===== src/verilog/des_pkg.sv =====
package des_pkg;

    // datapath widths
    localparam int BLOCK_W    = 64;
    localparam int HALF_W     = 32;
    localparam int SUBKEY_W   = 48;
    localparam int CD_W       = 28;
    localparam int SBOX_IN_W  = 6;
    localparam int SBOX_OUT_W = 4;

    localparam int ROUNDS       = 16;
    // input register + 16 rounds + output register
    localparam int PIPE_LATENCY = ROUNDS + 2;

    typedef logic [BLOCK_W-1:0]  block_t;
    typedef logic [HALF_W-1:0]   half_t;
    typedef logic [SUBKEY_W-1:0] subkey_t;
    typedef logic [CD_W-1:0]     cd_t;

    // feistel state carried from stage to stage
    typedef struct packed {
        half_t left;
        half_t right;
    } half_pair_t;

    typedef subkey_t subkey_array_t [1:ROUNDS];

    // all tables use DES numbering, bit 1 is the msb

    localparam int IP_TABLE [BLOCK_W] = '{
        58, 50, 42, 34, 26, 18, 10,  2,
        60, 52, 44, 36, 28, 20, 12,  4,
        62, 54, 46, 38, 30, 22, 14,  6,
        64, 56, 48, 40, 32, 24, 16,  8,
        57, 49, 41, 33, 25, 17,  9,  1,
        59, 51, 43, 35, 27, 19, 11,  3,
        61, 53, 45, 37, 29, 21, 13,  5,
        63, 55, 47, 39, 31, 23, 15,  7
    };

    // inverse of IP
    localparam int FP_TABLE [BLOCK_W] = '{
        40,  8, 48, 16, 56, 24, 64, 32,
        39,  7, 47, 15, 55, 23, 63, 31,
        38,  6, 46, 14, 54, 22, 62, 30,
        37,  5, 45, 13, 53, 21, 61, 29,
        36,  4, 44, 12, 52, 20, 60, 28,
        35,  3, 43, 11, 51, 19, 59, 27,
        34,  2, 42, 10, 50, 18, 58, 26,
        33,  1, 41,  9, 49, 17, 57, 25
    };

    // expansion of the right half to 48 bits
    localparam int E_TABLE [SUBKEY_W] = '{
        32,  1,  2,  3,  4,  5,
         4,  5,  6,  7,  8,  9,
         8,  9, 10, 11, 12, 13,
        12, 13, 14, 15, 16, 17,
        16, 17, 18, 19, 20, 21,
        20, 21, 22, 23, 24, 25,
        24, 25, 26, 27, 28, 29,
        28, 29, 30, 31, 32,  1
    };

    localparam int P_TABLE [HALF_W] = '{
        16,  7, 20, 21, 29, 12, 28, 17,
         1, 15, 23, 26,  5, 18, 31, 10,
         2,  8, 24, 14, 32, 27,  3,  9,
        19, 13, 30,  6, 22, 11,  4, 25
    };

    // drops the parity bits of the key
    localparam int PC1_TABLE [2*CD_W] = '{
        57, 49, 41, 33, 25, 17,  9,
         1, 58, 50, 42, 34, 26, 18,
        10,  2, 59, 51, 43, 35, 27,
        19, 11,  3, 60, 52, 44, 36,
        63, 55, 47, 39, 31, 23, 15,
         7, 62, 54, 46, 38, 30, 22,
        14,  6, 61, 53, 45, 37, 29,
        21, 13,  5, 28, 20, 12,  4
    };

    localparam int PC2_TABLE [SUBKEY_W] = '{
        14, 17, 11, 24,  1,  5,
         3, 28, 15,  6, 21, 10,
        23, 19, 12,  4, 26,  8,
        16,  7, 27, 20, 13,  2,
        41, 52, 31, 37, 47, 55,
        30, 40, 51, 45, 33, 48,
        44, 49, 39, 56, 34, 53,
        46, 42, 50, 36, 29, 32
    };

    // left rotation per round for C and D
    localparam int SHIFT_TABLE [ROUNDS] = '{
        1, 1, 2, 2, 2, 2, 2, 2, 1, 2, 2, 2, 2, 2, 2, 1
    };

    // indexed by row * 16 + column
    localparam logic [SBOX_OUT_W-1:0] SBOX_TABLE [SUBKEY_W/SBOX_IN_W][1 << SBOX_IN_W] = '{
        // s1
        '{14,  4, 13,  1,  2, 15, 11,  8,  3, 10,  6, 12,  5,  9,  0,  7,
           0, 15,  7,  4, 14,  2, 13,  1, 10,  6, 12, 11,  9,  5,  3,  8,
           4,  1, 14,  8, 13,  6,  2, 11, 15, 12,  9,  7,  3, 10,  5,  0,
          15, 12,  8,  2,  4,  9,  1,  7,  5, 11,  3, 14, 10,  0,  6, 13},
        // s2
        '{15,  1,  8, 14,  6, 11,  3,  4,  9,  7,  2, 13, 12,  0,  5, 10,
           3, 13,  4,  7, 15,  2,  8, 14, 12,  0,  1, 10,  6,  9, 11,  5,
           0, 14,  7, 11, 10,  4, 13,  1,  5,  8, 12,  6,  9,  3,  2, 15,
          13,  8, 10,  1,  3, 15,  4,  2, 11,  6,  7, 12,  0,  5, 14,  9},
        // s3
        '{10,  0,  9, 14,  6,  3, 15,  5,  1, 13, 12,  7, 11,  4,  2,  8,
          13,  7,  0,  9,  3,  4,  6, 10,  2,  8,  5, 14, 12, 11, 15,  1,
          13,  6,  4,  9,  8, 15,  3,  0, 11,  1,  2, 12,  5, 10, 14,  7,
           1, 10, 13,  0,  6,  9,  8,  7,  4, 15, 14,  3, 11,  5,  2, 12},
        // s4
        '{ 7, 13, 14,  3,  0,  6,  9, 10,  1,  2,  8,  5, 11, 12,  4, 15,
          13,  8, 11,  5,  6, 15,  0,  3,  4,  7,  2, 12,  1, 10, 14,  9,
          10,  6,  9,  0, 12, 11,  7, 13, 15,  1,  3, 14,  5,  2,  8,  4,
           3, 15,  0,  6, 10,  1, 13,  8,  9,  4,  5, 11, 12,  7,  2, 14},
        // s5
        '{ 2, 12,  4,  1,  7, 10, 11,  6,  8,  5,  3, 15, 13,  0, 14,  9,
          14, 11,  2, 12,  4,  7, 13,  1,  5,  0, 15, 10,  3,  9,  8,  6,
           4,  2,  1, 11, 10, 13,  7,  8, 15,  9, 12,  5,  6,  3,  0, 14,
          11,  8, 12,  7,  1, 14,  2, 13,  6, 15,  0,  9, 10,  4,  5,  3},
        // s6
        '{12,  1, 10, 15,  9,  2,  6,  8,  0, 13,  3,  4, 14,  7,  5, 11,
          10, 15,  4,  2,  7, 12,  9,  5,  6,  1, 13, 14,  0, 11,  3,  8,
           9, 14, 15,  5,  2,  8, 12,  3,  7,  0,  4, 10,  1, 13, 11,  6,
           4,  3,  2, 12,  9,  5, 15, 10, 11, 14,  1,  7,  6,  0,  8, 13},
        // s7
        '{ 4, 11,  2, 14, 15,  0,  8, 13,  3, 12,  9,  7,  5, 10,  6,  1,
          13,  0, 11,  7,  4,  9,  1, 10, 14,  3,  5, 12,  2, 15,  8,  6,
           1,  4, 11, 13, 12,  3,  7, 14, 10, 15,  6,  8,  0,  5,  9,  2,
           6, 11, 13,  8,  1,  4, 10,  7,  9,  5,  0, 15, 14,  2,  3, 12},
        // s8
        '{13,  2,  8,  4,  6, 15, 11,  1, 10,  9,  3, 14,  5,  0, 12,  7,
           1, 15, 13,  8, 10,  3,  7,  4, 12,  5,  6, 11,  0, 14,  9,  2,
           7, 11,  4,  1,  9, 12, 14,  2,  0,  6, 10, 13, 15,  3,  5,  8,
           2,  1, 14,  7,  4, 10,  8, 13, 15, 12,  9,  0,  3,  5,  6, 11}
    };

endpackage


===== src/verilog/des_output_stage.sv =====
module des_output_stage
    import des_pkg::*;
(
    input  logic       clock,
    input  logic       rst,
    input  logic       in_valid,
    input  half_pair_t in_state,
    output block_t     ciphertext,
    output logic       ov
);

    block_t preoutput;
    block_t fp_out;

    // halves swap back after round 16
    assign preoutput = {in_state.right, in_state.left};

    always_comb begin
        for (int i = 0; i < BLOCK_W; i++) begin
            fp_out[BLOCK_W-1-i] = preoutput[BLOCK_W-FP_TABLE[i]];
        end
    end

    always_ff @(posedge clock) begin
        if (rst) begin
            ov         <= 1'b0;
            ciphertext <= '0;
        end else begin
            ov         <= in_valid;
            ciphertext <= fp_out;
        end
    end

    ciphertext_known: assert property (
        @(posedge clock) disable iff (rst) ov |-> !$isunknown(ciphertext)
    );

endmodule


===== config.mk =====
export PLATFORM = sky130hd
export DESIGN_NAME = des_output_stage
export DESIGN_NICKNAME = d
export VERILOG_FILES = /design/src/verilog/des_pkg.sv /design/src/verilog/des_output_stage.sv
export SDC_FILE = /design/constraint.sdc
export NUM_CORES = 1
export LEC_CHECK = 0
export BUFFER_PORTS_ARGS = -buffer_cell sky130_fd_sc_hd__buf_2
export CAP_MARGIN = 15
export CORE_ASPECT_RATIO = 1.25
export CORE_MARGIN = 4
export CORE_UTILIZATION = 35
export CTS_CLUSTER_SIZE = 14
export DETAILED_ROUTE_END_ITERATION = 8
export GPL_ROUTABILITY_DRIVEN = 1
export GPL_TIMING_DRIVEN = 0
export HOLD_SLACK_MARGIN = 0.05
export PLACE_DENSITY = 0.7
export SYNTH_ARGS = -nofsm -noshare
export SYNTH_HDL_FRONTEND = slang
export SYNTH_SLANG_ARGS = --single-unit

===== constraint.sdc =====
create_clock -name clock -period 0.9 [get_ports clock]
set_input_delay 0.27 -clock clock [delete_from_list [all_inputs] [get_ports clock]]
set_output_delay 0.27 -clock clock [all_outputs]
set_load 0.03 [all_outputs]

==> results of run 1 <==
Yosys cell counts:
master   number
dfxtp_1      65
nor2b_1      35
nor2b_2      30
buf_6         6
buf_2         1
power by group through the flow:
stage          logic, mW  registers, mW  clock network [mW]
3_5_place_dp       0.818           3.13                   0
4_1_cts            0.998           3.13                2.49
2_1_floorplan      0.184           3.45                   0
5_1_grt             1.05           3.14                2.63
6_report           0.990           3.13                2.39
3_3_place_gp       0.808           3.12                   0
layout make-up:
class / instances / area (sq um) / share of cell area (%)
timing repair buffer: 130 / 1057 / 32.35
multi-input combinational: 65 / 481.7 / 14.74
sequential: 65 / 1383 / 42.30
buffer: 7 / 72.57 / 2.221
clock buffer: 11 / 141.4 / 4.326
clock inverter: 5 / 55.05 / 1.685
tap: 62 / 77.57 / 2.374
cell families after synthesis:
group	count (synthesis)
DFF	65
and+or+nand+nor	65
buffers and inverters	7
path summary, 6_finish.rpt:
kind / startpoint / endpoint / slack [ns]
min: in_state[39] / ciphertext[1] / 0.14
max: ciphertext[48] / ciphertext[48] / -0.17
flip-flops by register name, indices dropped and copies added (netlist names):
signal,flops
ciphertext,64
ov,1
per-layer routing:
| metal | share of wire [%] | track usage, % | vias to the layer above |
|---|---|---|---|
| li1 | - | - | 692 |
| met4 | 3.0 | 11.41 | 0 |
| met2 | 51 | 24.17 | 85 |
| met1 | 33 | 12.21 | 595 |
| met3 | 13 | 6.524 | 11 |
| met5 | 0 | 0 | - |
per-stage QoR:
stage / cells / utilization (%) / instance area, sq um / worst slack (ns) / hold slack [ns]
2_1_floorplan: 137 / - / 1856 / 0.1707 / 0.3982
3_3_place_gp: 329 / 50.50 / 2584 / 0.1457 / 0.4779
3_5_place_dp: 329 / 50.50 / 2584 / 0.1335 / 0.4806
4_1_cts: 345 / 63.88 / 3268 / -0.1771 / 0.1230
5_1_grt: 345 / 63.88 / 3268 / -0.2085 / 0.1199
6_report: 345 / 63.88 / 3268 / -0.1683 / 0.1400
what timing repair did:
item / in CTS / in global routing
gates resized for setup: 195 / 0
setup endpoints to repair: 65 / 65
setup buffers: 0 / 0
endpoints found under the hold margin: 0 / 0
==> results.tsv, run 1 <==
metric	value	unit
P_sw	1.605	mW
clock buffer depth	2	
Sw Share	24.65	%
compound-gate portion of the synthesized area	0	%
Detail Placement HPWL	3249	microns
Seq/Total Area, Yosys	70.13	%
Initial Util	36.27	%
clock buffer count from CTS	9	
post-synth top area share	70.13	%
GR Overflow Total	0	
CP max-delay cell	dfxtp_2	
Post-CTS Hold Buffers	0	
DR WL/cell	12.78	microns
fill count	399	
Slew headroom	89.18	%
final setup TNS	-9.516	ns
Placeable Area	5116	sq um
Synth area leader	dfxtp_1	
first-pass GRT wire length	6506	microns
CP Depth	1	
worst vdd ir	1.264	mV
worst-path fanout max	1	
Clk pwr share	36.7	%
worst setup path category	flop to output port	
Final Setup Violations	65	
Req. time, crit path	0.63	ns
Die W	73.13	microns
final WL	4410	microns
leakage	1.520	nW
Logic pwr share	15.2	%
die area	6538	sq um
status	finished, violations left	
number of synthesized register bits	65	
XOR/XNOR Fraction of Synth Area	0	%
Worst Tran Pin Value	0.1623	ns
Crit. End Element	output port	
routed via count	1383	
Post-Syn Area	1856	sq um
max cap viols	0	
Max Clock Freq	936.0	MHz
largest family of logic cells by synthesized area	simple AND/OR/NAND/NOR gates	
Sequential Power Share	48.1	%
most common cell after layout, fill and taps aside	buf_6	
vias in the first global route	1482	
Synth area leaders	dfxtp_1 (70%), nor2b_2 (14%), nor2b_1 (12%)	
commonest non-fill, non-tap cells in the layout	buf_6 (71), buf_2 (66), dfxtp_2 (65), nor2b_1 (35), nor2b_2 (30)	
Mapped Cells	137	
Tot Pwr	6.510	mW
H-tree Lvls	3	
cell area power density	1992	nW/um^2
DR iter-0 viols	27	
startpoint types	flop	
Synth Area in Simple Gates	25.96	%
DRT Pass-1 Iters	3	
post-synthesis mux area share	0	%
Hold Crit Class	input port to flop	
crit-path cells	buf_6	
layout cells sized above 1	87.28	%
Total GRT Usage	13.99	%
WP data arrival	0.80	ns
ant diodes	0	
Reg clk slew, reported paths	0.07	ns
GPL Wtd Cong	0.6930	
port bufs	130	
Final Slew Violations	0	
RSZ-0062 raised after global routing	true	
antenna violation net count after detailed routing	0	
clk root buf	clkbuf_8	
post-route setup slack	-0.1683	ns
Final Hold Vio Count	0	
height of the die	89.41	microns
min cycle time layout	1.068	ns
DRC viols	0	
Final #Nets	345	
CTS tree	done	
Largest delay share family, worst path	flip-flops	
Top Ports	132	
failing checks	setup timing	
Mean Syn Cell Area	13.54	sq um
synth warn	0	
Cell variety after synth	5	
internal power	4.905	mW
initial antenna violation count	0	
syn_nets	204	
Post-Synth Adder-Cell Area	0	%
synthesis-to-layout area growth	76.13	%
Final Cycle Share	118.7	%
Hold Path Depth	2	
crit path buf inv count	1	
largest net degree at the start of global routing	12	
clk sinks	65	
site row count	29	
slowest stage delay, CP	0.34	ns
Vias/cell	4.009	
(Power assumes the default switching activity.)
==> run 2, diff against run 1 <==
--- a/config.mk
+++ b/config.mk
@@ -9,13 +9,13 @@
 export CAP_MARGIN = 15
 export CORE_ASPECT_RATIO = 1.25
 export CORE_MARGIN = 4
-export CORE_UTILIZATION = 35
+export CORE_UTILIZATION = 39
 export CTS_CLUSTER_SIZE = 14
 export DETAILED_ROUTE_END_ITERATION = 8
 export GPL_ROUTABILITY_DRIVEN = 1
 export GPL_TIMING_DRIVEN = 0
 export HOLD_SLACK_MARGIN = 0.05
-export PLACE_DENSITY = 0.7
+export PLACE_DENSITY = 0.77
 export SYNTH_ARGS = -nofsm -noshare
 export SYNTH_HDL_FRONTEND = slang
 export SYNTH_SLANG_ARGS = --single-unit
==> run 2 against run 1 <==
Net effect: the run still ends with setup timing left; combinational power hardly changed; total power shrank 6.7%; count of clock-buffer cells in the layout grew 1; sequential share of layout area increased by 0.67 points; non-clock buffer count unchanged; sequential power about the same; critical path type unchanged; largest power group unchanged.
==> results.tsv, run 2 (synthesis gave the netlist of run 1 again) <==
metric	value	unit	change
Largest delay share family, worst path	flip-flops		
synthesis-to-layout area growth	73.37	%	
largest net degree at the start of global routing	11		-1
clock buffer depth	2		unchanged
Final Setup Violations	65		unchanged
Top Registers	ciphertext x64, ov x1		
RSZ-0062 raised after global routing	true		
fill count	320		-20%
final WL	4393	microns	-0.39%
max cap viols	0		unchanged
DR iter-0 viols	63		+130%
Hold Path Depth	2		unchanged
startpoint types	flop		
slowest stage delay, CP	0.33	ns	about the same
leakage	1.502	nW	-1.1%
Final Cycle Share	116.4	%	-2.3 points
worst-path fanout max	1		unchanged
Final Slew Violations	0		unchanged
Req. time, crit path	0.63	ns	about the same
routed via count	1381		-0.14%
Placeable Area	4493	sq um	-12%
height of the die	85.12	microns	-4.8%
DR WL/cell	13.00	microns	+1.7%
Final #Nets	345		unchanged
DP Area	2579	sq um	-0.19%
Tot Pwr	6.076	mW	-6.7%
CP max-delay cell	dfxtp_2		
commonest non-fill, non-tap cells in the layout	buf_6 (71), buf_2 (66), dfxtp_2 (65), nor2b_1 (35), nor2b_2 (30)		
antenna violation net count after detailed routing	0		unchanged
hold path start	in_state[44]		
Post-CTS Hold Buffers	0		unchanged
DRC viols	0		unchanged
hold path endpoint	ciphertext[27]		
Max Clock Freq	954.7	MHz	+2.0%
Most flops, register	ciphertext		
Detail Placement HPWL	3192	microns	-1.8%
clk sinks	65		unchanged
Reg clk slew, reported paths	0.06	ns	about the same
Vias/cell	4.086		+1.9%
Top Ports	132		unchanged
ant diodes	0		unchanged
die area	5932	sq um	-9.3%
failing checks	setup timing		
post-route setup slack	-0.1475	ns	+0.02083 ns
GPL Wtd Cong	0.7552		+9.0%
Initial Util	41.30	%	+5.0 points
fin area	3217	sq um	-1.6%
crit path buf inv count	1		unchanged
initial antenna violation count	0		unchanged
Final Hold Vio Count	0		unchanged
vias in the first global route	1465		-1.1%
worst setup path category	flop to output port		
min cycle time layout	1.048	ns	-0.02083 ns
worst hold slack	0.1508	ns	+0.01084 ns
crit-path cells	buf_6		
Hold Crit Class	input port to flop		
Total GRT Usage	15.38	%	+1.4 points
first-pass GRT wire length	6851	microns	+5.3%
GR Overflow Total	0		unchanged
Largest register FFs	64		unchanged
WP data arrival	0.78	ns	-0.02 ns
CTS tree	done		
H-tree Lvls	3		unchanged
cell area power density	1889	nW/um^2	-5.2%
layout cells sized above 1	86.79	%	-0.49 points
Worst Tran Pin Value	0.1543	ns	-0.008045 ns
site row count	27		-6.9%
clock buffer count from CTS	9		unchanged
worst vdd ir	1.296	mV	+2.6%
Slew headroom	89.71	%	+0.54 points
DRT Pass-1 Iters	3		unchanged
port bufs	130		unchanged
status	finished, violations left		
Crit. End Element	output port		
Die W	69.70	microns	-4.7%
clk root buf	clkbuf_8		
most common cell after layout, fill and taps aside	buf_6		
[run 2: through the flow]
step                      TNS [ns]  util, %  worst slack (ns)  cells
after floorplan                  0        -            0.1707    137
after global placement           0    57.39            0.1419    325
after detailed placement         0    57.39            0.1284    325
after CTS                   -9.945    71.60           -0.1649    338
after global routing        -10.71    71.60           -0.1804    338
final                       -8.747    71.60           -0.1475    338
[run 2: repair_timing]
item,CTS,global route
endpoints found under the hold margin,0,0
gates cloned,0,0
resized for setup,195,0
buffers inserted,0,0
endpoints found under the setup margin,65,65
[run 2: layout make-up]
cell class,count,area (sq um),area share (%)
Timing Repair Buffer,130,1057,32.87
Sequential cell,65,1383,42.98
Tap cell,58,72.57,2.256
Clock buffer,12,145.1,4.512
Buffer,7,72.57,2.256
Multi-Input combinational cell,65,481.7,14.97
Clock inverter,1,5.005,0.1556
[run 2: worst max path at each step]
stage | startpoint | endpoint | slack [ns] | cells after the start
4_1_cts | ciphertext[47] | ciphertext[47] | -0.16 | 1
2_1_floorplan | ciphertext[0] | ciphertext[0] | 0.17 | 0
6_report | ciphertext[49] | ciphertext[49] | -0.15 | 1
5_1_grt | ciphertext[33] | ciphertext[33] | -0.18 | 1
3_3_place_gp | ciphertext[41] | ciphertext[41] | 0.14 | 1
3_5_place_dp | ciphertext[47] | ciphertext[47] | 0.13 | 1
[run 2: metal layers]
layer	track usage [%]	routed length, microns	vias to the layer above
met5	0	0	-
met4	10.98	153	0
met3	7.109	553	15
met2	27.08	2288	91
met1	13.77	1397	588
li1	-	-	687
[run 2: power by group]
group | leakage (nW) | total, mW | switching, mW | internal, mW
registers | 0.559 | 3.13 | 0.0690 | 3.06
logic | 0.865 | 0.987 | 0.489 | 0.498
clock network | 0.0782 | 1.95 | 0.929 | 1.03
total | 1.50 | 6.08 | 1.49 | 4.59
