<file path="config.mk">
export PLATFORM = sky130hd
export DESIGN_NAME = des_input_stage
export DESIGN_NICKNAME = d
export VERILOG_FILES = /design/src/verilog/des_pkg.sv /design/src/verilog/des_input_stage.sv
export SDC_FILE = /design/constraint.sdc
export NUM_CORES = 1
export LEC_CHECK = 0
export ABC_AREA = 1
export BUFFER_PORTS_ARGS = -buffer_cell sky130_fd_sc_hd__buf_2
export CAP_MARGIN = 0
export CELL_PAD_IN_SITES_DETAIL_PLACEMENT = 0
export CELL_PAD_IN_SITES_GLOBAL_PLACEMENT = 1
export CORE_ASPECT_RATIO = 0.8
export CORE_MARGIN = 2
export CORE_UTILIZATION = 27
export DETAILED_ROUTE_END_ITERATION = 10
export GPL_TIMING_DRIVEN = 0
export PLACE_DENSITY_LB_ADDON = 0.12
export SKIP_LAST_GASP = 1
export SLEW_MARGIN = 25
export SYNTH_ARGS = -nofsm -noshare
export SYNTH_HDL_FRONTEND = slang
export SYNTH_SLANG_ARGS = --single-unit
</file>
<file path="constraint.sdc">
create_clock -name clock -period 0.8 [get_ports clock]
set_input_delay 0.04 -clock clock [delete_from_list [all_inputs] [get_ports clock]]
set_output_delay 0.04 -clock clock [all_outputs]
set_load 0.02 [all_outputs]
</file>
<file path="src/verilog/des_pkg.sv">
package des_pkg;

    // datapath widths
    localparam int BLOCK_W    = 64;
    localparam int HALF_W     = 32;
    localparam int SUBKEY_W   = 48;
    localparam int CD_W       = 28;
    localparam int SBOX_IN_W  = 6;
    localparam int SBOX_OUT_W = 4;

    localparam int ROUNDS       = 16;
    // input register + 16 rounds + output register
    localparam int PIPE_LATENCY = ROUNDS + 2;

    typedef logic [BLOCK_W-1:0]  block_t;
    typedef logic [HALF_W-1:0]   half_t;
    typedef logic [SUBKEY_W-1:0] subkey_t;
    typedef logic [CD_W-1:0]     cd_t;

    // feistel state carried from stage to stage
    typedef struct packed {
        half_t left;
        half_t right;
    } half_pair_t;

    typedef subkey_t subkey_array_t [1:ROUNDS];

    // all tables use DES numbering, bit 1 is the msb

    localparam int IP_TABLE [BLOCK_W] = '{
        58, 50, 42, 34, 26, 18, 10,  2,
        60, 52, 44, 36, 28, 20, 12,  4,
        62, 54, 46, 38, 30, 22, 14,  6,
        64, 56, 48, 40, 32, 24, 16,  8,
        57, 49, 41, 33, 25, 17,  9,  1,
        59, 51, 43, 35, 27, 19, 11,  3,
        61, 53, 45, 37, 29, 21, 13,  5,
        63, 55, 47, 39, 31, 23, 15,  7
    };

    // inverse of IP
    localparam int FP_TABLE [BLOCK_W] = '{
        40,  8, 48, 16, 56, 24, 64, 32,
        39,  7, 47, 15, 55, 23, 63, 31,
        38,  6, 46, 14, 54, 22, 62, 30,
        37,  5, 45, 13, 53, 21, 61, 29,
        36,  4, 44, 12, 52, 20, 60, 28,
        35,  3, 43, 11, 51, 19, 59, 27,
        34,  2, 42, 10, 50, 18, 58, 26,
        33,  1, 41,  9, 49, 17, 57, 25
    };

    // expansion of the right half to 48 bits
    localparam int E_TABLE [SUBKEY_W] = '{
        32,  1,  2,  3,  4,  5,
         4,  5,  6,  7,  8,  9,
         8,  9, 10, 11, 12, 13,
        12, 13, 14, 15, 16, 17,
        16, 17, 18, 19, 20, 21,
        20, 21, 22, 23, 24, 25,
        24, 25, 26, 27, 28, 29,
        28, 29, 30, 31, 32,  1
    };

    localparam int P_TABLE [HALF_W] = '{
        16,  7, 20, 21, 29, 12, 28, 17,
         1, 15, 23, 26,  5, 18, 31, 10,
         2,  8, 24, 14, 32, 27,  3,  9,
        19, 13, 30,  6, 22, 11,  4, 25
    };

    // drops the parity bits of the key
    localparam int PC1_TABLE [2*CD_W] = '{
        57, 49, 41, 33, 25, 17,  9,
         1, 58, 50, 42, 34, 26, 18,
        10,  2, 59, 51, 43, 35, 27,
        19, 11,  3, 60, 52, 44, 36,
        63, 55, 47, 39, 31, 23, 15,
         7, 62, 54, 46, 38, 30, 22,
        14,  6, 61, 53, 45, 37, 29,
        21, 13,  5, 28, 20, 12,  4
    };

    localparam int PC2_TABLE [SUBKEY_W] = '{
        14, 17, 11, 24,  1,  5,
         3, 28, 15,  6, 21, 10,
        23, 19, 12,  4, 26,  8,
        16,  7, 27, 20, 13,  2,
        41, 52, 31, 37, 47, 55,
        30, 40, 51, 45, 33, 48,
        44, 49, 39, 56, 34, 53,
        46, 42, 50, 36, 29, 32
    };

    // left rotation per round for C and D
    localparam int SHIFT_TABLE [ROUNDS] = '{
        1, 1, 2, 2, 2, 2, 2, 2, 1, 2, 2, 2, 2, 2, 2, 1
    };

    // indexed by row * 16 + column
    localparam logic [SBOX_OUT_W-1:0] SBOX_TABLE [SUBKEY_W/SBOX_IN_W][1 << SBOX_IN_W] = '{
        // s1
        '{14,  4, 13,  1,  2, 15, 11,  8,  3, 10,  6, 12,  5,  9,  0,  7,
           0, 15,  7,  4, 14,  2, 13,  1, 10,  6, 12, 11,  9,  5,  3,  8,
           4,  1, 14,  8, 13,  6,  2, 11, 15, 12,  9,  7,  3, 10,  5,  0,
          15, 12,  8,  2,  4,  9,  1,  7,  5, 11,  3, 14, 10,  0,  6, 13},
        // s2
        '{15,  1,  8, 14,  6, 11,  3,  4,  9,  7,  2, 13, 12,  0,  5, 10,
           3, 13,  4,  7, 15,  2,  8, 14, 12,  0,  1, 10,  6,  9, 11,  5,
           0, 14,  7, 11, 10,  4, 13,  1,  5,  8, 12,  6,  9,  3,  2, 15,
          13,  8, 10,  1,  3, 15,  4,  2, 11,  6,  7, 12,  0,  5, 14,  9},
        // s3
        '{10,  0,  9, 14,  6,  3, 15,  5,  1, 13, 12,  7, 11,  4,  2,  8,
          13,  7,  0,  9,  3,  4,  6, 10,  2,  8,  5, 14, 12, 11, 15,  1,
          13,  6,  4,  9,  8, 15,  3,  0, 11,  1,  2, 12,  5, 10, 14,  7,
           1, 10, 13,  0,  6,  9,  8,  7,  4, 15, 14,  3, 11,  5,  2, 12},
        // s4
        '{ 7, 13, 14,  3,  0,  6,  9, 10,  1,  2,  8,  5, 11, 12,  4, 15,
          13,  8, 11,  5,  6, 15,  0,  3,  4,  7,  2, 12,  1, 10, 14,  9,
          10,  6,  9,  0, 12, 11,  7, 13, 15,  1,  3, 14,  5,  2,  8,  4,
           3, 15,  0,  6, 10,  1, 13,  8,  9,  4,  5, 11, 12,  7,  2, 14},
        // s5
        '{ 2, 12,  4,  1,  7, 10, 11,  6,  8,  5,  3, 15, 13,  0, 14,  9,
          14, 11,  2, 12,  4,  7, 13,  1,  5,  0, 15, 10,  3,  9,  8,  6,
           4,  2,  1, 11, 10, 13,  7,  8, 15,  9, 12,  5,  6,  3,  0, 14,
          11,  8, 12,  7,  1, 14,  2, 13,  6, 15,  0,  9, 10,  4,  5,  3},
        // s6
        '{12,  1, 10, 15,  9,  2,  6,  8,  0, 13,  3,  4, 14,  7,  5, 11,
          10, 15,  4,  2,  7, 12,  9,  5,  6,  1, 13, 14,  0, 11,  3,  8,
           9, 14, 15,  5,  2,  8, 12,  3,  7,  0,  4, 10,  1, 13, 11,  6,
           4,  3,  2, 12,  9,  5, 15, 10, 11, 14,  1,  7,  6,  0,  8, 13},
        // s7
        '{ 4, 11,  2, 14, 15,  0,  8, 13,  3, 12,  9,  7,  5, 10,  6,  1,
          13,  0, 11,  7,  4,  9,  1, 10, 14,  3,  5, 12,  2, 15,  8,  6,
           1,  4, 11, 13, 12,  3,  7, 14, 10, 15,  6,  8,  0,  5,  9,  2,
           6, 11, 13,  8,  1,  4, 10,  7,  9,  5,  0, 15, 14,  2,  3, 12},
        // s8
        '{13,  2,  8,  4,  6, 15, 11,  1, 10,  9,  3, 14,  5,  0, 12,  7,
           1, 15, 13,  8, 10,  3,  7,  4, 12,  5,  6, 11,  0, 14,  9,  2,
           7, 11,  4,  1,  9, 12, 14,  2,  0,  6, 10, 13, 15,  3,  5,  8,
           2,  1, 14,  7,  4, 10,  8, 13, 15, 12,  9,  0,  3,  5,  6, 11}
    };

endpackage

</file>
<file path="src/verilog/des_input_stage.sv">
module des_input_stage
    import des_pkg::*;
(
    input  logic       clock,
    input  logic       rst,
    input  logic       iv,
    input  block_t     plaintext,
    output logic       out_valid,
    output half_pair_t out_state
);

    block_t ip_out;

    always_comb begin
        for (int i = 0; i < BLOCK_W; i++) begin
            ip_out[BLOCK_W-1-i] = plaintext[BLOCK_W-IP_TABLE[i]];
        end
    end

    // L0 is the upper half of the permuted block
    always_ff @(posedge clock) begin
        if (rst) begin
            out_valid <= 1'b0;
            out_state <= '0;
        end else begin
            out_valid       <= iv;
            out_state.left  <= ip_out[BLOCK_W-1 -: HALF_W];
            out_state.right <= ip_out[HALF_W-1:0];
        end
    end

    iv_known: assert property (@(posedge clock) disable iff (rst) !$isunknown(iv));

endmodule

</file>
==> results of run 1 <==
cell families (layout without fill, tap and decap cells):
| kind of cell | after synthesis | in the layout | synth area share (%) |
|---|---|---|---|
| buf+inv | 72 | 284 | 17.0 |
| simple gates | 65 | 65 | 13.1 |
| flops | 65 | 65 | 69.9 |
flip-flops by register name, indices dropped and copies added (netlist names):
register,flops
out_state,64
out_valid,1
routing by layer:
layer  vias up  track usage [%]  part of all wire (%)
met5         -                0                     0
met2        91             26.0                    49
met1       802             14.7                    38
met4         0             7.75                   3.4
li1        953                -                     -
met3        14             7.66                   9.8
final timing paths:
path          start             to  depth (start not counted)
max    out_state[6]   out_state[6]                          1
min   plaintext[32]  out_state[35]                          4
cell usage after synthesis:
| cell type | instances |
|---|---|
| buf_6 | 6 |
| dfxtp_1 | 65 |
| buf_2 | 1 |
| nor2_1 | 65 |
| inv_1 | 65 |
metrics by stage:
stage	TNS, ns	std cells
after floorplan	0	202
after global placement	0	419
after detailed placement	0	419
after CTS	-1.71	501
after global routing	-2.78	501
final	-0.472	501
layout make-up:
class	count	share of cell area, %
plain buffers	7	1.85
clock buffers	13	3.54
clock inverters	3	0.446
inverters	65	6.21
multi-input cells	65	6.21
flip-flops and latches	65	35.2
well taps	87	2.77
repair buffers	196	43.8
where the power goes:
group | total, mW | internal, mW | switching [mW]
sequential | 3.53 | 3.45 | 0.0793
clock | 2.26 | 1.12 | 1.14
combinational | 1.24 | 0.725 | 0.510
what timing repair did:
item | CTS | global route
gates resized for setup | 195 | 0
hold buffers | 66 | 0
endpoints found under the hold margin | 65 | 0
endpoints found under the setup margin | 65 | 65
==> impl_results.md, run 1 <==
* # clock sinks at 65
* Yosys reg bits at 65
* Worst-path fanout max at 1
* DR pass1 iterations at 4
* CTS tree: yes
* HP Class: in2reg
* Avg Cell Area, Syn at 9.22 sq um
* Clk buf depth at 2
* Largest net degree at the start of global routing at 11
* Die width at 96.8 microns
* CP endpoint kind: output port
* CTS Root Cell: clkbuf_8
* Worst path cell trace: buf_6
* Worst Slack Setup Final at -0.0200 ns
* Drt total wl at 5.26 mm
* Nets at 476
* Slowest stage delay, CP at 0.32 ns
* Fin area at 3930 sq um
* Port Buffers at 130
* Top cells by area, synth: dfxtp_1 70%, inv_1 13%, nor2_1 13%
* Chip height at 78.3 microns
* Least-Margin Pin Slew at 0.176 ns
* Cts bufs inserted at 9
* Syn nets at 269
* Peak VDD IR at 1.31 mV
* Vias in the first global route at 2052
* First-pass GRT wire length at 8.83 mm
* Fillcell total at 605
* Antenna Nets Post-Route at 0
* WS Path Type: reg2out
* Top delay family on crit path: flip-flops
* Initial antenna violation count at 0
* Post-CTS repair timing setup buffer count at 0
* Worst hold slack at 0.440 ns
* Total number of vias at 1860
* Most frequent cells in the layout: 71 x buf_6, 66 x buf_2, 66 x dlygate4sd3_1
* Worst path slowest cell: dfxtp_2
* # diodes at 0
* PD cells at 1790 nW/um^2
* Layout cell share with drive strength beyond 1 at 51.7%
* Worst slack at placement at 0.294 ns
* DRT iter0 DRCs at 25
* Synthesized instance count at 202
* Register area at 1380 sq um
* FP Rows at 27
* Area after DPL at 2620 sq um
* Commonest non-fill, non-tap cell in the layout: buf_6
* Crit path DAT at 0.78 ns
* Yosys cell types at 5
* Synth top area share at 69.9%
* Fin util at 57.8%
* Rel. slew slack at 88.3%
* Number of max-cap violations at 0
* Design Power at 7.02 mW
* Netlist Area Pre-Place at 1860 sq um
* Avg Vias per Cell at 3.71
* Critical path required time at 0.76 ns
* Clock-pin transition on the worst setup and hold timing paths at 0.07 ns
* Die area at 7580 sq um
* Final Hold Viols at 0
* Register area share after synthesis at 69.9%
* Total GRT Usage at 14.9%
* Top-Level Pins at 132
* Residual DRC at 0
* Starting density of the core at 27.4%
* CTS H-Tree Depth at 3
* Crit share post-route at 102%
* Synth warn at 0
* Area of the multi-input gates at 244 sq um
* Area Growth Syn to Fin at 111%
* Total gr overflow at 0
* Outcome: finished, violations left
* Final min period at 0.820 ns
* Post-DP HPWL at 3.12 mm
* Wirelength per Cell at 10.5 microns
* CP bufs+invs at 1
* Lkg Pwr at 2.08 nW
* Endpoints failing setup at 63
* RSZ-0062 raised after global routing: true
* Maximum clock rate at 1.22 GHz
* Synth area leader: dfxtp_1
* Final Max Tran Viols at 0
* Failing checks: negative setup slack
* CP Launch Type: register
* Final GP Congestion at 0.745
* Core area at 6790 sq um
Note: power is estimated with default switching activity, not from simulation.
==> inputs of run 2 (changes only) <==
--- a/config.mk
+++ b/config.mk
@@ -7,7 +7,7 @@
 export LEC_CHECK = 0
 export ABC_AREA = 1
 export BUFFER_PORTS_ARGS = -buffer_cell sky130_fd_sc_hd__buf_2
-export CAP_MARGIN = 0
+export CAP_MARGIN = 20
 export CELL_PAD_IN_SITES_DETAIL_PLACEMENT = 0
 export CELL_PAD_IN_SITES_GLOBAL_PLACEMENT = 1
 export CORE_ASPECT_RATIO = 0.8
==> constraint.sdc (replaced) <==
create_clock -name clock -period 0.9 [get_ports clock]
set_input_delay 0.045 -clock clock [delete_from_list [all_inputs] [get_ports clock]]
set_output_delay 0.045 -clock clock [all_outputs]
set_load 0.02 [all_outputs]
==> run 2 against run 1 <==
The run now ends clean. Critical path depth unchanged. Total power down 15%. Clock-buffer cell count unchanged. Clock power down 11%. Non-clock buffer count unchanged. Utilization down 7.0 points. Sequential power down 13%. Final area down 12%. Largest cell class unchanged.
==> impl_results.md, run 2 (same netlist as run 1, synthesis figures left out) <==
* Outcome: finished, final reports clean (was finished, violations left)
* Port Buffers at 130 (unchanged)
* Wirelength per Cell at 9.94 microns (was 10.5 microns)
* Core area at 6790 sq um (unchanged)
* FP Rows at 27 (unchanged)
* Fin util at 50.8% (was 57.8%)
* Top Registers: out_state x64, out_valid x1 (unchanged)
* Cts bufs inserted at 9 (unchanged)
* Crit share post-route at 94.7%
* Total number of vias at 1842 (was 1860)
* CP Launch Type: register (unchanged)
* Slowest stage delay, CP at 0.32 ns (about the same)
* Worst hold slack at 0.447 ns (was 0.440 ns)
* CTS tree: yes (unchanged)
* Rel. slew slack at 88.2% (was 88.3%)
* Hold depth at 4 (unchanged)
* Metal3 WL at 484 microns (was 517 microns)
* Min-delay src: plaintext[49] (was plaintext[32])
* Number of max-cap violations at 0 (unchanged)
* Nets at 476 (unchanged)
* Final min period at 0.852 ns
* Final Hold Viols at 0 (unchanged)
* Drt total wl at 4.98 mm (was 5.26 mm)
* Area Growth Syn to Fin at 85.3% (was 111%)
* Fillcell total at 663 (was 605)
* Worst path slowest cell: dfxtp_1 (was dfxtp_2)
* Final Max Tran Viols at 0 (unchanged)
* Lkg Pwr at 1.98 nW (was 2.08 nW)
* Starting density of the core at 27.4% (unchanged)
* CP startpoint: out_state[29] (was out_state[6])
* Die area at 7580 sq um (unchanged)
* Top delay family on crit path: flip-flops (unchanged)
* Chip height at 78.3 microns (unchanged)
* Worst-path fanout max at 1 (unchanged)
* CTS H-Tree Depth at 3 (unchanged)
* Top-Level Pins at 132 (unchanged)
* Worst path cell trace: buf_2 (was buf_6)
* Least-Margin Pin Slew at 0.177 ns (was 0.176 ns)
* Post-CTS repair timing setup buffer count at 0 (unchanged)
* CTS Root Cell: clkbuf_8 (unchanged)
* Avg Vias per Cell at 3.68 (was 3.71)
* Peak VDD IR at 1.11 mV (was 1.31 mV)
* Met2 routed WL at 2.35 mm (was 2.57 mm)
* WS Path Type: reg2out (unchanged)
* CP endpoint kind: output port (unchanged)
* Max reg flops at 64 (unchanged)
* Residual DRC at 0 (unchanged)
* Die width at 96.8 microns (unchanged)
* Max layer used: met4 (unchanged)
* Fin area at 3450 sq um (was 3930 sq um)
* Post-DP HPWL at 3.12 mm (unchanged)
* First-pass GRT wire length at 8.60 mm (was 8.83 mm)
* HP Class: in2reg (unchanged)
* Maximum clock rate at 1.17 GHz
* Total GRT Usage at 14.4% (was 14.9%)
* Finished Layout Cells at 501 (unchanged)
* Hold Crit Endpoint: out_state[1] (was out_state[35])
* M1 WL at 2.02 mm (was 1.99 mm)
* Initial antenna violation count at 0 (unchanged)
* DR pass1 iterations at 4 (unchanged)
* Critical path required time at 0.85 ns (was 0.76 ns)
* Clk buf depth at 2 (unchanged)
* CP bufs+invs at 1 (unchanged)
* # diodes at 0 (unchanged)
* Vias in the first global route at 1977 (was 2052)
* # clock sinks at 65 (unchanged)
* Area after DPL at 2620 sq um (unchanged)
* Clock-pin transition on the worst setup and hold timing paths at 0.07 ns (about the same)
* PD cells at 1740 nW/um^2 (was 1790 nW/um^2)
* Largest net degree at the start of global routing at 11 (unchanged)
* DRT iter0 DRCs at 20 (was 25)
* Layout cell share with drive strength beyond 1 at 36.0% (was 51.7%)
* Largest register by flop count: out_state (unchanged)
* Endpoints failing setup at 0 (was 63)
* Final GP Congestion at 0.745 (unchanged)
* Antenna Nets Post-Route at 0 (unchanged)
* Total gr overflow at 0 (unchanged)
* Commonest non-fill, non-tap cell in the layout: buf_2 (was buf_6)
* Placed insts at 419 (unchanged)
* Crit path DAT at 0.81 ns (was 0.78 ns)
* Most frequent cells in the layout: 126 x buf_2, 66 x dlygate4sd3_1, 65 x inv_1, 65 x nor2_1, 65 x dfxtp_1 (was 71 x buf_6, 66 x buf_2, 66 x dlygate4sd3_1)
run 2: changes by cell type in the layout (fill, tap and decap cells not counted):
cell     before  now
buf_6        71    6
dfxtp_1       0   65
dfxtp_2      65    0
buf_2        66  126
buf_4         0    5
run 2: worst max-delay path by stage:
stage                    end  depth (start not counted)
6_report       out_state[29]                          1
5_1_grt        out_state[15]                          1
4_1_cts        out_state[38]                          1
3_5_place_dp   out_state[24]                          3
3_3_place_gp   out_state[62]                          3
2_1_floorplan   out_state[0]                          0
run 2: layer usage:
layer  global-route usage [%]  vias to the layer above
li1                         -                      954
met1                     15.0                      784
met2                     24.2                       92
met3                     7.30                       12
met4                     7.04                        0
met5                        0                        -
run 2: what timing repair did:
item                                    4_1_cts  5_1_grt
gates resized for setup                       0        5
endpoints found under the hold margin        65        0
endpoints found under the setup margin        0        5
hold buffers                                 66        0
run 2: power by group:
group	total (mW)	internal, mW	switching (mW)
sequential	3.06	3.03	0.0325
combinational	0.923	0.473	0.450
clock	2.01	0.994	1.02
run 2: cell type report:
cell class,count,area (sq um),area share (%)
clock inverter,3,17.5,0.508
inverter,65,244,7.07
multi-input combinational,65,244,7.07
buffer,7,72.6,2.10
clock buffer,13,139,4.02
tap,87,109,3.15
timing repair buffer,196,1320,38.4
sequential,65,1300,37.7
run 2: tightest hold or removal path, cell delays in order:
cell	delay (ns)
dlygate4sd3_1	0.52
buf_2	0.09
inv_1	0.03
nor2_1	0.06
run 2: per-stage QoR:
step / power, mW / setup TNS (ns) / setup slack (ns)
after floorplan: 3.50 / 0 / 0.460
final: 6.00 / 0 / 0.0478
after global routing: 6.36 / -0.000631 / -0.000631
after global placement: 3.81 / 0 / 0.398
after detailed placement: 3.82 / 0 / 0.389
after CTS: 6.08 / 0 / 0.0256
