`src/verilog/des_pkg.sv`:
```
package des_pkg;

    // datapath widths
    localparam int BLOCK_W    = 64;
    localparam int HALF_W     = 32;
    localparam int SUBKEY_W   = 48;
    localparam int CD_W       = 28;
    localparam int SBOX_IN_W  = 6;
    localparam int SBOX_OUT_W = 4;

    localparam int ROUNDS       = 16;
    // input register + 16 rounds + output register
    localparam int PIPE_LATENCY = ROUNDS + 2;

    typedef logic [BLOCK_W-1:0]  block_t;
    typedef logic [HALF_W-1:0]   half_t;
    typedef logic [SUBKEY_W-1:0] subkey_t;
    typedef logic [CD_W-1:0]     cd_t;

    // feistel state carried from stage to stage
    typedef struct packed {
        half_t left;
        half_t right;
    } half_pair_t;

    typedef subkey_t subkey_array_t [1:ROUNDS];

    // all tables use DES numbering, bit 1 is the msb

    localparam int IP_TABLE [BLOCK_W] = '{
        58, 50, 42, 34, 26, 18, 10,  2,
        60, 52, 44, 36, 28, 20, 12,  4,
        62, 54, 46, 38, 30, 22, 14,  6,
        64, 56, 48, 40, 32, 24, 16,  8,
        57, 49, 41, 33, 25, 17,  9,  1,
        59, 51, 43, 35, 27, 19, 11,  3,
        61, 53, 45, 37, 29, 21, 13,  5,
        63, 55, 47, 39, 31, 23, 15,  7
    };

    // inverse of IP
    localparam int FP_TABLE [BLOCK_W] = '{
        40,  8, 48, 16, 56, 24, 64, 32,
        39,  7, 47, 15, 55, 23, 63, 31,
        38,  6, 46, 14, 54, 22, 62, 30,
        37,  5, 45, 13, 53, 21, 61, 29,
        36,  4, 44, 12, 52, 20, 60, 28,
        35,  3, 43, 11, 51, 19, 59, 27,
        34,  2, 42, 10, 50, 18, 58, 26,
        33,  1, 41,  9, 49, 17, 57, 25
    };

    // expansion of the right half to 48 bits
    localparam int E_TABLE [SUBKEY_W] = '{
        32,  1,  2,  3,  4,  5,
         4,  5,  6,  7,  8,  9,
         8,  9, 10, 11, 12, 13,
        12, 13, 14, 15, 16, 17,
        16, 17, 18, 19, 20, 21,
        20, 21, 22, 23, 24, 25,
        24, 25, 26, 27, 28, 29,
        28, 29, 30, 31, 32,  1
    };

    localparam int P_TABLE [HALF_W] = '{
        16,  7, 20, 21, 29, 12, 28, 17,
         1, 15, 23, 26,  5, 18, 31, 10,
         2,  8, 24, 14, 32, 27,  3,  9,
        19, 13, 30,  6, 22, 11,  4, 25
    };

    // drops the parity bits of the key
    localparam int PC1_TABLE [2*CD_W] = '{
        57, 49, 41, 33, 25, 17,  9,
         1, 58, 50, 42, 34, 26, 18,
        10,  2, 59, 51, 43, 35, 27,
        19, 11,  3, 60, 52, 44, 36,
        63, 55, 47, 39, 31, 23, 15,
         7, 62, 54, 46, 38, 30, 22,
        14,  6, 61, 53, 45, 37, 29,
        21, 13,  5, 28, 20, 12,  4
    };

    localparam int PC2_TABLE [SUBKEY_W] = '{
        14, 17, 11, 24,  1,  5,
         3, 28, 15,  6, 21, 10,
        23, 19, 12,  4, 26,  8,
        16,  7, 27, 20, 13,  2,
        41, 52, 31, 37, 47, 55,
        30, 40, 51, 45, 33, 48,
        44, 49, 39, 56, 34, 53,
        46, 42, 50, 36, 29, 32
    };

    // left rotation per round for C and D
    localparam int SHIFT_TABLE [ROUNDS] = '{
        1, 1, 2, 2, 2, 2, 2, 2, 1, 2, 2, 2, 2, 2, 2, 1
    };

    // indexed by row * 16 + column
    localparam logic [SBOX_OUT_W-1:0] SBOX_TABLE [SUBKEY_W/SBOX_IN_W][1 << SBOX_IN_W] = '{
        // s1
        '{14,  4, 13,  1,  2, 15, 11,  8,  3, 10,  6, 12,  5,  9,  0,  7,
           0, 15,  7,  4, 14,  2, 13,  1, 10,  6, 12, 11,  9,  5,  3,  8,
           4,  1, 14,  8, 13,  6,  2, 11, 15, 12,  9,  7,  3, 10,  5,  0,
          15, 12,  8,  2,  4,  9,  1,  7,  5, 11,  3, 14, 10,  0,  6, 13},
        // s2
        '{15,  1,  8, 14,  6, 11,  3,  4,  9,  7,  2, 13, 12,  0,  5, 10,
           3, 13,  4,  7, 15,  2,  8, 14, 12,  0,  1, 10,  6,  9, 11,  5,
           0, 14,  7, 11, 10,  4, 13,  1,  5,  8, 12,  6,  9,  3,  2, 15,
          13,  8, 10,  1,  3, 15,  4,  2, 11,  6,  7, 12,  0,  5, 14,  9},
        // s3
        '{10,  0,  9, 14,  6,  3, 15,  5,  1, 13, 12,  7, 11,  4,  2,  8,
          13,  7,  0,  9,  3,  4,  6, 10,  2,  8,  5, 14, 12, 11, 15,  1,
          13,  6,  4,  9,  8, 15,  3,  0, 11,  1,  2, 12,  5, 10, 14,  7,
           1, 10, 13,  0,  6,  9,  8,  7,  4, 15, 14,  3, 11,  5,  2, 12},
        // s4
        '{ 7, 13, 14,  3,  0,  6,  9, 10,  1,  2,  8,  5, 11, 12,  4, 15,
          13,  8, 11,  5,  6, 15,  0,  3,  4,  7,  2, 12,  1, 10, 14,  9,
          10,  6,  9,  0, 12, 11,  7, 13, 15,  1,  3, 14,  5,  2,  8,  4,
           3, 15,  0,  6, 10,  1, 13,  8,  9,  4,  5, 11, 12,  7,  2, 14},
        // s5
        '{ 2, 12,  4,  1,  7, 10, 11,  6,  8,  5,  3, 15, 13,  0, 14,  9,
          14, 11,  2, 12,  4,  7, 13,  1,  5,  0, 15, 10,  3,  9,  8,  6,
           4,  2,  1, 11, 10, 13,  7,  8, 15,  9, 12,  5,  6,  3,  0, 14,
          11,  8, 12,  7,  1, 14,  2, 13,  6, 15,  0,  9, 10,  4,  5,  3},
        // s6
        '{12,  1, 10, 15,  9,  2,  6,  8,  0, 13,  3,  4, 14,  7,  5, 11,
          10, 15,  4,  2,  7, 12,  9,  5,  6,  1, 13, 14,  0, 11,  3,  8,
           9, 14, 15,  5,  2,  8, 12,  3,  7,  0,  4, 10,  1, 13, 11,  6,
           4,  3,  2, 12,  9,  5, 15, 10, 11, 14,  1,  7,  6,  0,  8, 13},
        // s7
        '{ 4, 11,  2, 14, 15,  0,  8, 13,  3, 12,  9,  7,  5, 10,  6,  1,
          13,  0, 11,  7,  4,  9,  1, 10, 14,  3,  5, 12,  2, 15,  8,  6,
           1,  4, 11, 13, 12,  3,  7, 14, 10, 15,  6,  8,  0,  5,  9,  2,
           6, 11, 13,  8,  1,  4, 10,  7,  9,  5,  0, 15, 14,  2,  3, 12},
        // s8
        '{13,  2,  8,  4,  6, 15, 11,  1, 10,  9,  3, 14,  5,  0, 12,  7,
           1, 15, 13,  8, 10,  3,  7,  4, 12,  5,  6, 11,  0, 14,  9,  2,
           7, 11,  4,  1,  9, 12, 14,  2,  0,  6, 10, 13, 15,  3,  5,  8,
           2,  1, 14,  7,  4, 10,  8, 13, 15, 12,  9,  0,  3,  5,  6, 11}
    };

endpackage

```
`src/verilog/des_feistel.sv`:
```
module des_feistel
    import des_pkg::*;
(
    input  half_t   right,
    input  subkey_t subkey,
    output half_t   f_out
);

    subkey_t expanded;
    subkey_t mixed;
    half_t   sbox_out;

    always_comb begin
        for (int i = 0; i < SUBKEY_W; i++) begin
            expanded[SUBKEY_W-1-i] = right[HALF_W-E_TABLE[i]];
        end
    end

    assign mixed = expanded ^ subkey;

    // s1 takes the top six bits of the mixed value
    always_comb begin
        logic [SBOX_IN_W-1:0] group;
        for (int s = 0; s < SUBKEY_W/SBOX_IN_W; s++) begin
            group = mixed[SUBKEY_W-1-SBOX_IN_W*s -: SBOX_IN_W];
            // outer bits give the row, inner four the column
            sbox_out[HALF_W-1-SBOX_OUT_W*s -: SBOX_OUT_W] =
                SBOX_TABLE[s][{group[SBOX_IN_W-1], group[0], group[SBOX_IN_W-2:1]}];
        end
    end

    always_comb begin
        for (int i = 0; i < HALF_W; i++) begin
            f_out[HALF_W-1-i] = sbox_out[HALF_W-P_TABLE[i]];
        end
    end

endmodule

```
`src/verilog/des_round.sv`:
```
module des_round
    import des_pkg::*;
(
    input  logic       clock,
    input  logic       rst,
    input  logic       in_valid,
    input  half_pair_t in_state,
    input  subkey_t    subkey,
    output logic       out_valid,
    output half_pair_t out_state
);

    half_t f_out;

    des_feistel u_feistel (
        .right  (in_state.right),
        .subkey (subkey),
        .f_out  (f_out)
    );

    // one feistel step per cycle
    always_ff @(posedge clock) begin
        if (rst) begin
            out_valid <= 1'b0;
            out_state <= '0;
        end else begin
            out_valid       <= in_valid;
            out_state.left  <= in_state.right;
            out_state.right <= in_state.left ^ f_out;
        end
    end

    // the valid flag moves exactly one stage per clock
    valid_follows_input: assert property (
        @(posedge clock) !rst && !$past(rst) |-> out_valid == $past(in_valid)
    );

endmodule

```
`config.mk`:
```
export PLATFORM = sky130hd
export DESIGN_NAME = des_round
export DESIGN_NICKNAME = d
export VERILOG_FILES = /design/src/verilog/des_pkg.sv /design/src/verilog/des_feistel.sv /design/src/verilog/des_round.sv
export SDC_FILE = /design/constraint.sdc
export NUM_CORES = 1
export LEC_CHECK = 0
export BUFFER_PORTS_ARGS = -buffer_cell sky130_fd_sc_hd__buf_2
export CORE_ASPECT_RATIO = 1.75
export CORE_MARGIN = 8
export CORE_UTILIZATION = 45
export DETAILED_ROUTE_END_ITERATION = 10
export PLACE_DENSITY = 0.67
export RECOVER_POWER = 25
export SLEW_MARGIN = 20
export SYNTH_ARGS = -nofsm -noshare
export SYNTH_HDL_FRONTEND = slang
export SYNTH_SLANG_ARGS = --single-unit
```
`constraint.sdc`:
```
create_clock -name clock -period 4.6 [get_ports clock]
set_clock_uncertainty 0.1 [all_clocks]
set_input_delay 0.23 -clock clock [delete_from_list [all_inputs] [get_ports clock]]
set_output_delay 0.23 -clock clock [all_outputs]
set_load 0.03 [all_outputs]
```
==> impl_results.md, run 1 <==
* Critical path arrival at just under 3 ns
* CP Launch Type: input port
* Hold Buf Count CTS at 1
* Top Metal Used: met5
* Main synth FF type: dfxtp_1
* Final setup viols at 0
* Setup CP Type: in2reg
* CP endpoint kind: register
* Top cells by count, synth: nor2_1 (81), dfxtp_1 (65), ha_1 (62), xnor2_1 (56), nand2_1 (54)
* Distinct cell type count of the synthesized netlist at 64
* DR pass1 iterations at 6
* Final setup TNS at 0 ns
* Endpoints failing hold at 0
* Final Cycle Share at 0.614
* ANT nets after route at 0
* Global-route wire length before repair at 35,800 um
* Fillers at around 1,500
* Failing checks: max-capacitance violations, max-slew violations
* Vias/cell at about 5.7
* Yosys top cell by area: dfxtp_1
* Chip width at 114 um
* Root buffer cell: clkbuf_16
* Leak at ~3.9 nW
* Slew margin rel. at -0.288
* WL met1 at between 8000 and 9000 um
* Row cnt at a little over 60
* Number of global-route vias before repair at between 7,000 and 8,000
* DPL Wire Length at around 17,000 um
* Mapped Cells at between 800 and 900
* Crit path time final at between 2 and 3 ns
* DR vias at slightly above 7,000
* Most frequent cell after synthesis: nor2_1
* Clock power frac at 0.265
* Asr flop ratio synth at 0
* Initial antenna violation count at 1
* Clock Sinks at 65
* DR WL met2 at roughly 11,000 um
* Register bit count reported by yosys at 65
* Critical path required time at about 4.7 ns
* Wire per inst at between 15 and 20 um
* RSZ-0062 raised after global routing: no
* Die Area at between 20,000 and 25,000 um^2
* Die Ht at approximately 190 um
* Clock Path Buffers at 2
* # nets final at approximately 1,200
* Worst VDD drop at approximately 140 uV
* Port bufs at approximately 180
* Cts bufs inserted at 9
* Cell area power density at 314 nW/um^2
* Psw at 1.12 mW
* Reg power frac at 0.231
* Top-level I/O count at between 150 and 200
* Routed Wire Length at 21,800 um
* Worst-Margin Slew at 1.93 ns
* Met3 WL at between 1500 and 2000 um
* Main area contributors after synthesis: dfxtp_1 (17%), ha_1 (10%), mux4_2 (8.4%), xnor2_1 (6.5%), xor2_1 (4.7%)
* DRC Markers at 0
* Max FO, Critical Path at 46
* HP Class: in2reg
* Place WS at around 1.7 ns
* Finished layout cell area at between 8000 and 9000 um^2
* Fin. max-slew vios at 47
* P_int at about 1.7 mW
* All-Layer GR Usage at 0.204
* Max-cap violation count at 1
* Postcts setup bufs at 0
* Grt total ovfl at 0
* ANT cells at 0
* Status: finished, violations left
* Max Clk Rate at 0.354 GHz
* Clk pin slew, worst setup/hold paths at 0.06 ns
* Initial cell density of the core at 0.459
* Core Footprint at ~16,000 um^2
* Sequential area share after synthesis at 0.173
* Yosys top cell area share at 0.173
* DRT iter0 DRCs at 382
* Gate power share at 0.504
* Synth-to-layout area growth at 18.8%
* Avg Cell Area, Syn at around 8.6 um^2
* Synthesized Nets at 1,046
* Htree depth at 3
* Post-CTS sizing at 0
* Routability cong. at 0.921
* Post-synth EDFFs at 0
* Fraction of layout cells with a size suffix above 1 at 0.273
* CTS tree: yes
* YS warnings at 0
* Final worst slack at 1.78 ns
* Pin count of the biggest net entering global routing at 47
* Placed instance area at about 8600 um^2
* Cell Area, Synth at between 7000 and 8000 um^2
* Net Sw Frac at 0.401
==> power groups by stage <==
| stage | Combinational [mW] | Sequential (mW) | Clock (mW) |
|---|---|---|---|
| finish | 1.41 | 0.647 | 0.742 |
| floorplan | 0.909 | 0.796 | 0 |
| global placement | 1.40 | 0.659 | 0 |
| CTS | 1.41 | 0.648 | 0.768 |
| global route | 1.55 | 0.654 | 0.782 |
| detailed placement | 1.40 | 0.660 | 0 |
==> routing by layer <==
layer  global-route usage  vias to the layer above
li1                     -                     3468
met1                0.214                     3337
met2                0.379                      276
met3               0.0495                       31
met4               0.0758                        2
met5                    0                        -
==> sequential cells by signal, summed over array words and instances, names as in the netlist <==
| signal | count |
|---|---|
| out_valid | 1 |
| out_state | 64 |
==> path summary, 6_finish.rpt <==
check / from / endpoint / slack [ns] / depth (start not counted)
max: rst / out_state[14] / 1.78 / 6
min: in_state[44] / out_state[12] / 0.03 / 3
==> cell usage in the layout (no fill, tap or decap), drive strengths merged, types with 5 or more instances in the layout <==
master / instances
a211oi: 23
a21oi: 33
a22oi: 5
a31oi: 13
buf: 192
clkbuf: 13
dfxtp: 65
ha: 62
inv: 42
mux2: 22
mux2i: 32
mux4: 34
nand2: 54
nand3: 22
nand4: 6
nor2: 81
nor2b: 52
nor3: 27
nor4: 6
o2111ai: 7
o211ai: 20
o21ai: 25
o311ai: 8
o31ai: 10
xnor2: 65
xor2: 49
==> critical path, cell delays in order <==
cell      delay [ns]
clkbuf_1        0.56
clkbuf_1        1.44
nor2_1          0.16
nand2_1         0.15
mux2i_1         0.07
a311o_1         0.31
==> area by class of cell <==
type | count | area, um^2 | share of cell area
well taps | 224 | 280 | 0.0314
multi-input cells | 712 | 5850 | 0.656
clock buffers | 10 | 229 | 0.0257
repair buffers | 196 | 1020 | 0.114
inverters | 42 | 158 | 0.0177
clock inverters | 6 | 82.6 | 0.00926
flip-flops and latches | 65 | 1300 | 0.146
==> kinds of logic after synthesis <==
kind of cell	Yosys count	synth area share
and+or+nand+nor	264	0.169
xor gates and xnor gates	114	0.153
DFF	65	0.173
buffers and inverters	92	0.0498
muxes	88	0.181
adders and majority gates	62	0.103
AOI/OAI and AO/OA	184	0.171
==> per-stage QoR <==
stage	util	cells	total power, mW	hold WS (ns)
floorplan	-	869	1.70	0.258
global placement	0.525	1238	2.05	0.348
detailed placement	0.525	1238	2.06	0.352
CTS	0.544	1255	2.83	0.0125
global route	0.545	1255	2.98	0.0235
finish	0.545	1255	2.80	0.0284
No activity file was read; power rests on OpenSTA's default activity.
==> run 2, diff against run 1 <==
Settings changed: ABC_AREA set to 1.
Clock period 4.6 ns to 2.72 ns, I/O delays scaled along.
==> run 2 against run 1 <==
  * The run still ends with max-capacitance violations, max-slew violations left
  * Via count rose by 29%
  * Non-clock buffer count up 48
  * Design area up 4.7%
  * Global-route usage up 2.2 points
  * Sequential cell count did not move
  * Largest cell class unchanged
  * Total power up 50%
  * Sequential share of layout area is 0.65 points lower
  * Synthesized cell count grew 56%
  * Largest power group unchanged
  * First-iteration DRC count rose by 6.5%
  * Synthesized area fell by 0.62%
==> impl_results.md, run 2 <==
* Fin cells at 1,770 (+41%)
* ANT nets after route at 0 (unchanged)
* Initial cell density of the core at 0.458 (-0.000658)
* YS warnings at 0 (unchanged)
* Number of global-route vias before repair at 8,675 (+24%)
* Routability cong. at 0.975 (+5.8%)
* HP Class: in2reg
* DPL Wire Length at 18,900 um (+11%)
* DR pass1 iterations at 7 (+1)
* Final Hold Slack at 0.00449 ns (-0.0239 ns)
* Final Cycle Share at 0.842
* Chip width at 113 um (-0.26%)
* Post-CTS sizing at 0 (unchanged)
* DR vias at 9,152 (+29%)
* Max-cap violation count at 1 (unchanged)
* Top cells by count, synth: nand2_1 (582), nand3_1 (301), inv_1 (142), nor2_1 (78), dfxtp_1 (65)
* Main synth FF type: dfxtp_1
* Pin count of the biggest net entering global routing at 34 (-28%)
* Inst Count DP at 1,697 (+37%)
* Setup CP Type: in2reg
* Critical path arrival at 2.47 ns (-0.48 ns)
* Grt total ovfl at 0 (unchanged)
* RSZ-0062 raised after global routing: no
* Fin. max-slew vios at 34 (-28%)
* Hold depth at 4 (+1)
* Mapped Cells at 1,353 (+56%)
* CP Launch Type: input port
* Yosys top cell area share at 0.293 (+0.119)
* Port bufs at 179 (unchanged)
* Fraction of layout cells with a size suffix above 1 at 0.144 (-0.129)
* Die Ht at 186 um (-0.28%)
* Row cnt at 62 (unchanged)
* Tot Pwr at 4.21 mW (+50%)
* Main area contributors after synthesis: nand2_1 (29%), nand3_1 (20%), dfxtp_1 (17%), ha_1 (10%), inv_1 (7.1%)
* Htree depth at 3 (unchanged)
* Slew margin rel. at -0.316 (-0.0280)
* Worst VDD drop at 291 uV (+100%)
* Place WS at 0.621 ns (-1.08 ns)
* CP endpoint kind: register
* Clock Sinks at 65 (unchanged)
* Sequential area share after synthesis at 0.174 (+0.00108)
* Most frequent cell after synthesis: nand2_1
* Global-route wire length before repair at 39,800 um (+11%)
* Cell area power density at 451 nW/um^2 (+44%)
* Endpoints failing hold at 0 (unchanged)
* Worst-Margin Slew at 1.97 ns (+0.0420 ns)
* Max Clk Rate at 0.437 GHz
* Register bit count reported by yosys at 65 (unchanged)
* Clock Path Buffers at 2 (unchanged)
* Distinct cell type count of the synthesized netlist at 26 (-59%)
* Root buffer cell: clkbuf_16
* Cell Area, Synth at 7460 um^2 (-0.62%)
* Asr flop ratio synth at 0 (unchanged)
* Fillers at 1,701 (+11%)
* Commonest non-fill, non-tap cells in the layout: nand2_1 (582), nand3_1 (301), buf_2 (179), inv_1 (142), nor2_1 (78)
* Top flop regs: out_state x64, out_valid x1
* Max FFs per register at 64 (unchanged)
* Cts bufs inserted at 9 (unchanged)
* Final setup TNS at 0 ns (unchanged)
* Initial antenna violation count at 1 (unchanged)
* Clk pin slew, worst setup/hold paths at 0.06 ns (about the same)
* Top reg by flops: out_state
* Leak at 5.48 nW (+41%)
* Yosys top cell by area: nand2_1
* CTS tree: yes
* Crit path time final at ~2.3 ns
* Most common cell after layout, fill and taps aside: nand2_1
* Synth-to-layout area growth at 25.1%
* Avg Cell Area, Syn at 5.51 um^2 (-36%)
* DRC Markers at 0 (unchanged)
* Critical path required time at 2.90 ns (-1.82 ns)
* Failing checks: max-capacitance violations, max-slew violations
* Core Footprint at 16,300 um^2 (-0.47%)
* All-Layer GR Usage at 0.226 (+0.0216)
* Post-synth EDFFs at 0 (unchanged)
* Final setup viols at 0 (unchanged)
* Top-level I/O count at 180 (unchanged)
* Vias/cell at 5.17 (-8.8%)
* Final worst slack at 0.430 ns (-1.35 ns)
* Routed Wire Length at 24,300 um (+12%)
* # nets final at 1,750 (+45%)
* Status: finished, violations left
* DRT iter0 DRCs at 407 (+6.5%)
* Wire per inst at 13.7 um (-21%)
* Die Area at 21,100 um^2 (-0.55%)
* Max FO, Critical Path at 7 (-85%)
* Synthesized Nets at 1,530 (+46%)
==> run 2: cell count changes after synthesis, moves of 20 or more <==
cell / delta
nand3_1: +279
xnor2_1: -46
clkbuf_1: -24
nor3_1: -27
xor2_1: -38
mux2i_1: -32
a211oi_1: -23
nand2_1: +528
inv_1: +105
mux2_2: -20
mux4_2: -28
nor2b_1: -52
==> run 2: final cells by class <==
class / count / area, um^2 / share of cell area
Multi-Input combinational cell: 1103 / 5390 / 0.578
Inverter: 150 / 566 / 0.0606
Timing Repair Buffer: 244 / 1540 / 0.165
Antenna cell: 1 / 2.50 / 0.000268
Clock buffer: 12 / 256 / 0.0275
Tap cell: 192 / 240 / 0.0257
Sequential cell: 65 / 1300 / 0.139
Clock inverter: 3 / 40.0 / 0.00429
==> run 2: routing by layer <==
layer / up-vias / global-route usage / wire length (um)
li1: 4704 / - / -
met1: 4085 / 0.218 / 9080
met2: 303 / 0.436 / 13200
met3: 60 / 0.0485 / 1270
met4: 0 / 0.108 / 809
met5: - / 0 / 0
==> run 2: per-stage QoR <==
stage,instance area (um^2),utilization
6_report,9330,0.573
5_1_grt,9330,0.573
4_1_cts,9330,0.573
3_5_place_dp,8460,0.520
3_3_place_gp,8460,0.520
2_1_floorplan,7460,-
==> run 2: worst max-delay path: stages <==
cell	delay (ns)
dlygate4sd3_1	0.53
buf_2	0.13
inv_1	0.07
nand2_1	0.05
nand2_1	0.22
inv_1	0.18
ha_1	0.30
inv_1	0.12
nand3_1	0.11
nand2_1	0.08
clkinv_1	0.07
a21oi_1	0.16
nand2_1	0.09
nand3_1	0.07
nand2_1	0.05
nor2_1	0.11
==> run 2: report_power, final <==
| part | switching, mW | internal, mW | total, mW |
|---|---|---|---|
| Clock | 0.456 | 0.752 | 1.21 |
| Sequential | 0.0227 | 1.04 | 1.07 |
| Combinational | 1.28 | 0.660 | 1.94 |
| Total | 1.76 | 2.46 | 4.21 |
==> run 2: worst paths after layout <==
| check | slack (ns) | to | from |
|---|---|---|---|
| setup / recovery | 0.43 | out_state[6] | in_state[17] |
| hold / removal | 0.004 | out_state[7] | in_state[39] |
==> run 2: kinds of logic after synthesis <==
group / after synthesis / share of synthesized area
simple gates: 970 / 0.544
flops: 65 / 0.174
compound gates: 46 / 0.0319
xor+xnor: 25 / 0.0424
fa+ha+maj: 62 / 0.104
buf+inv: 185 / 0.103
==> run 2: repair_timing <==
action                    in CTS  in global routing
buffers inserted               0                  0
hold buffers                  57                  0
hold endpoints to repair      57                  0
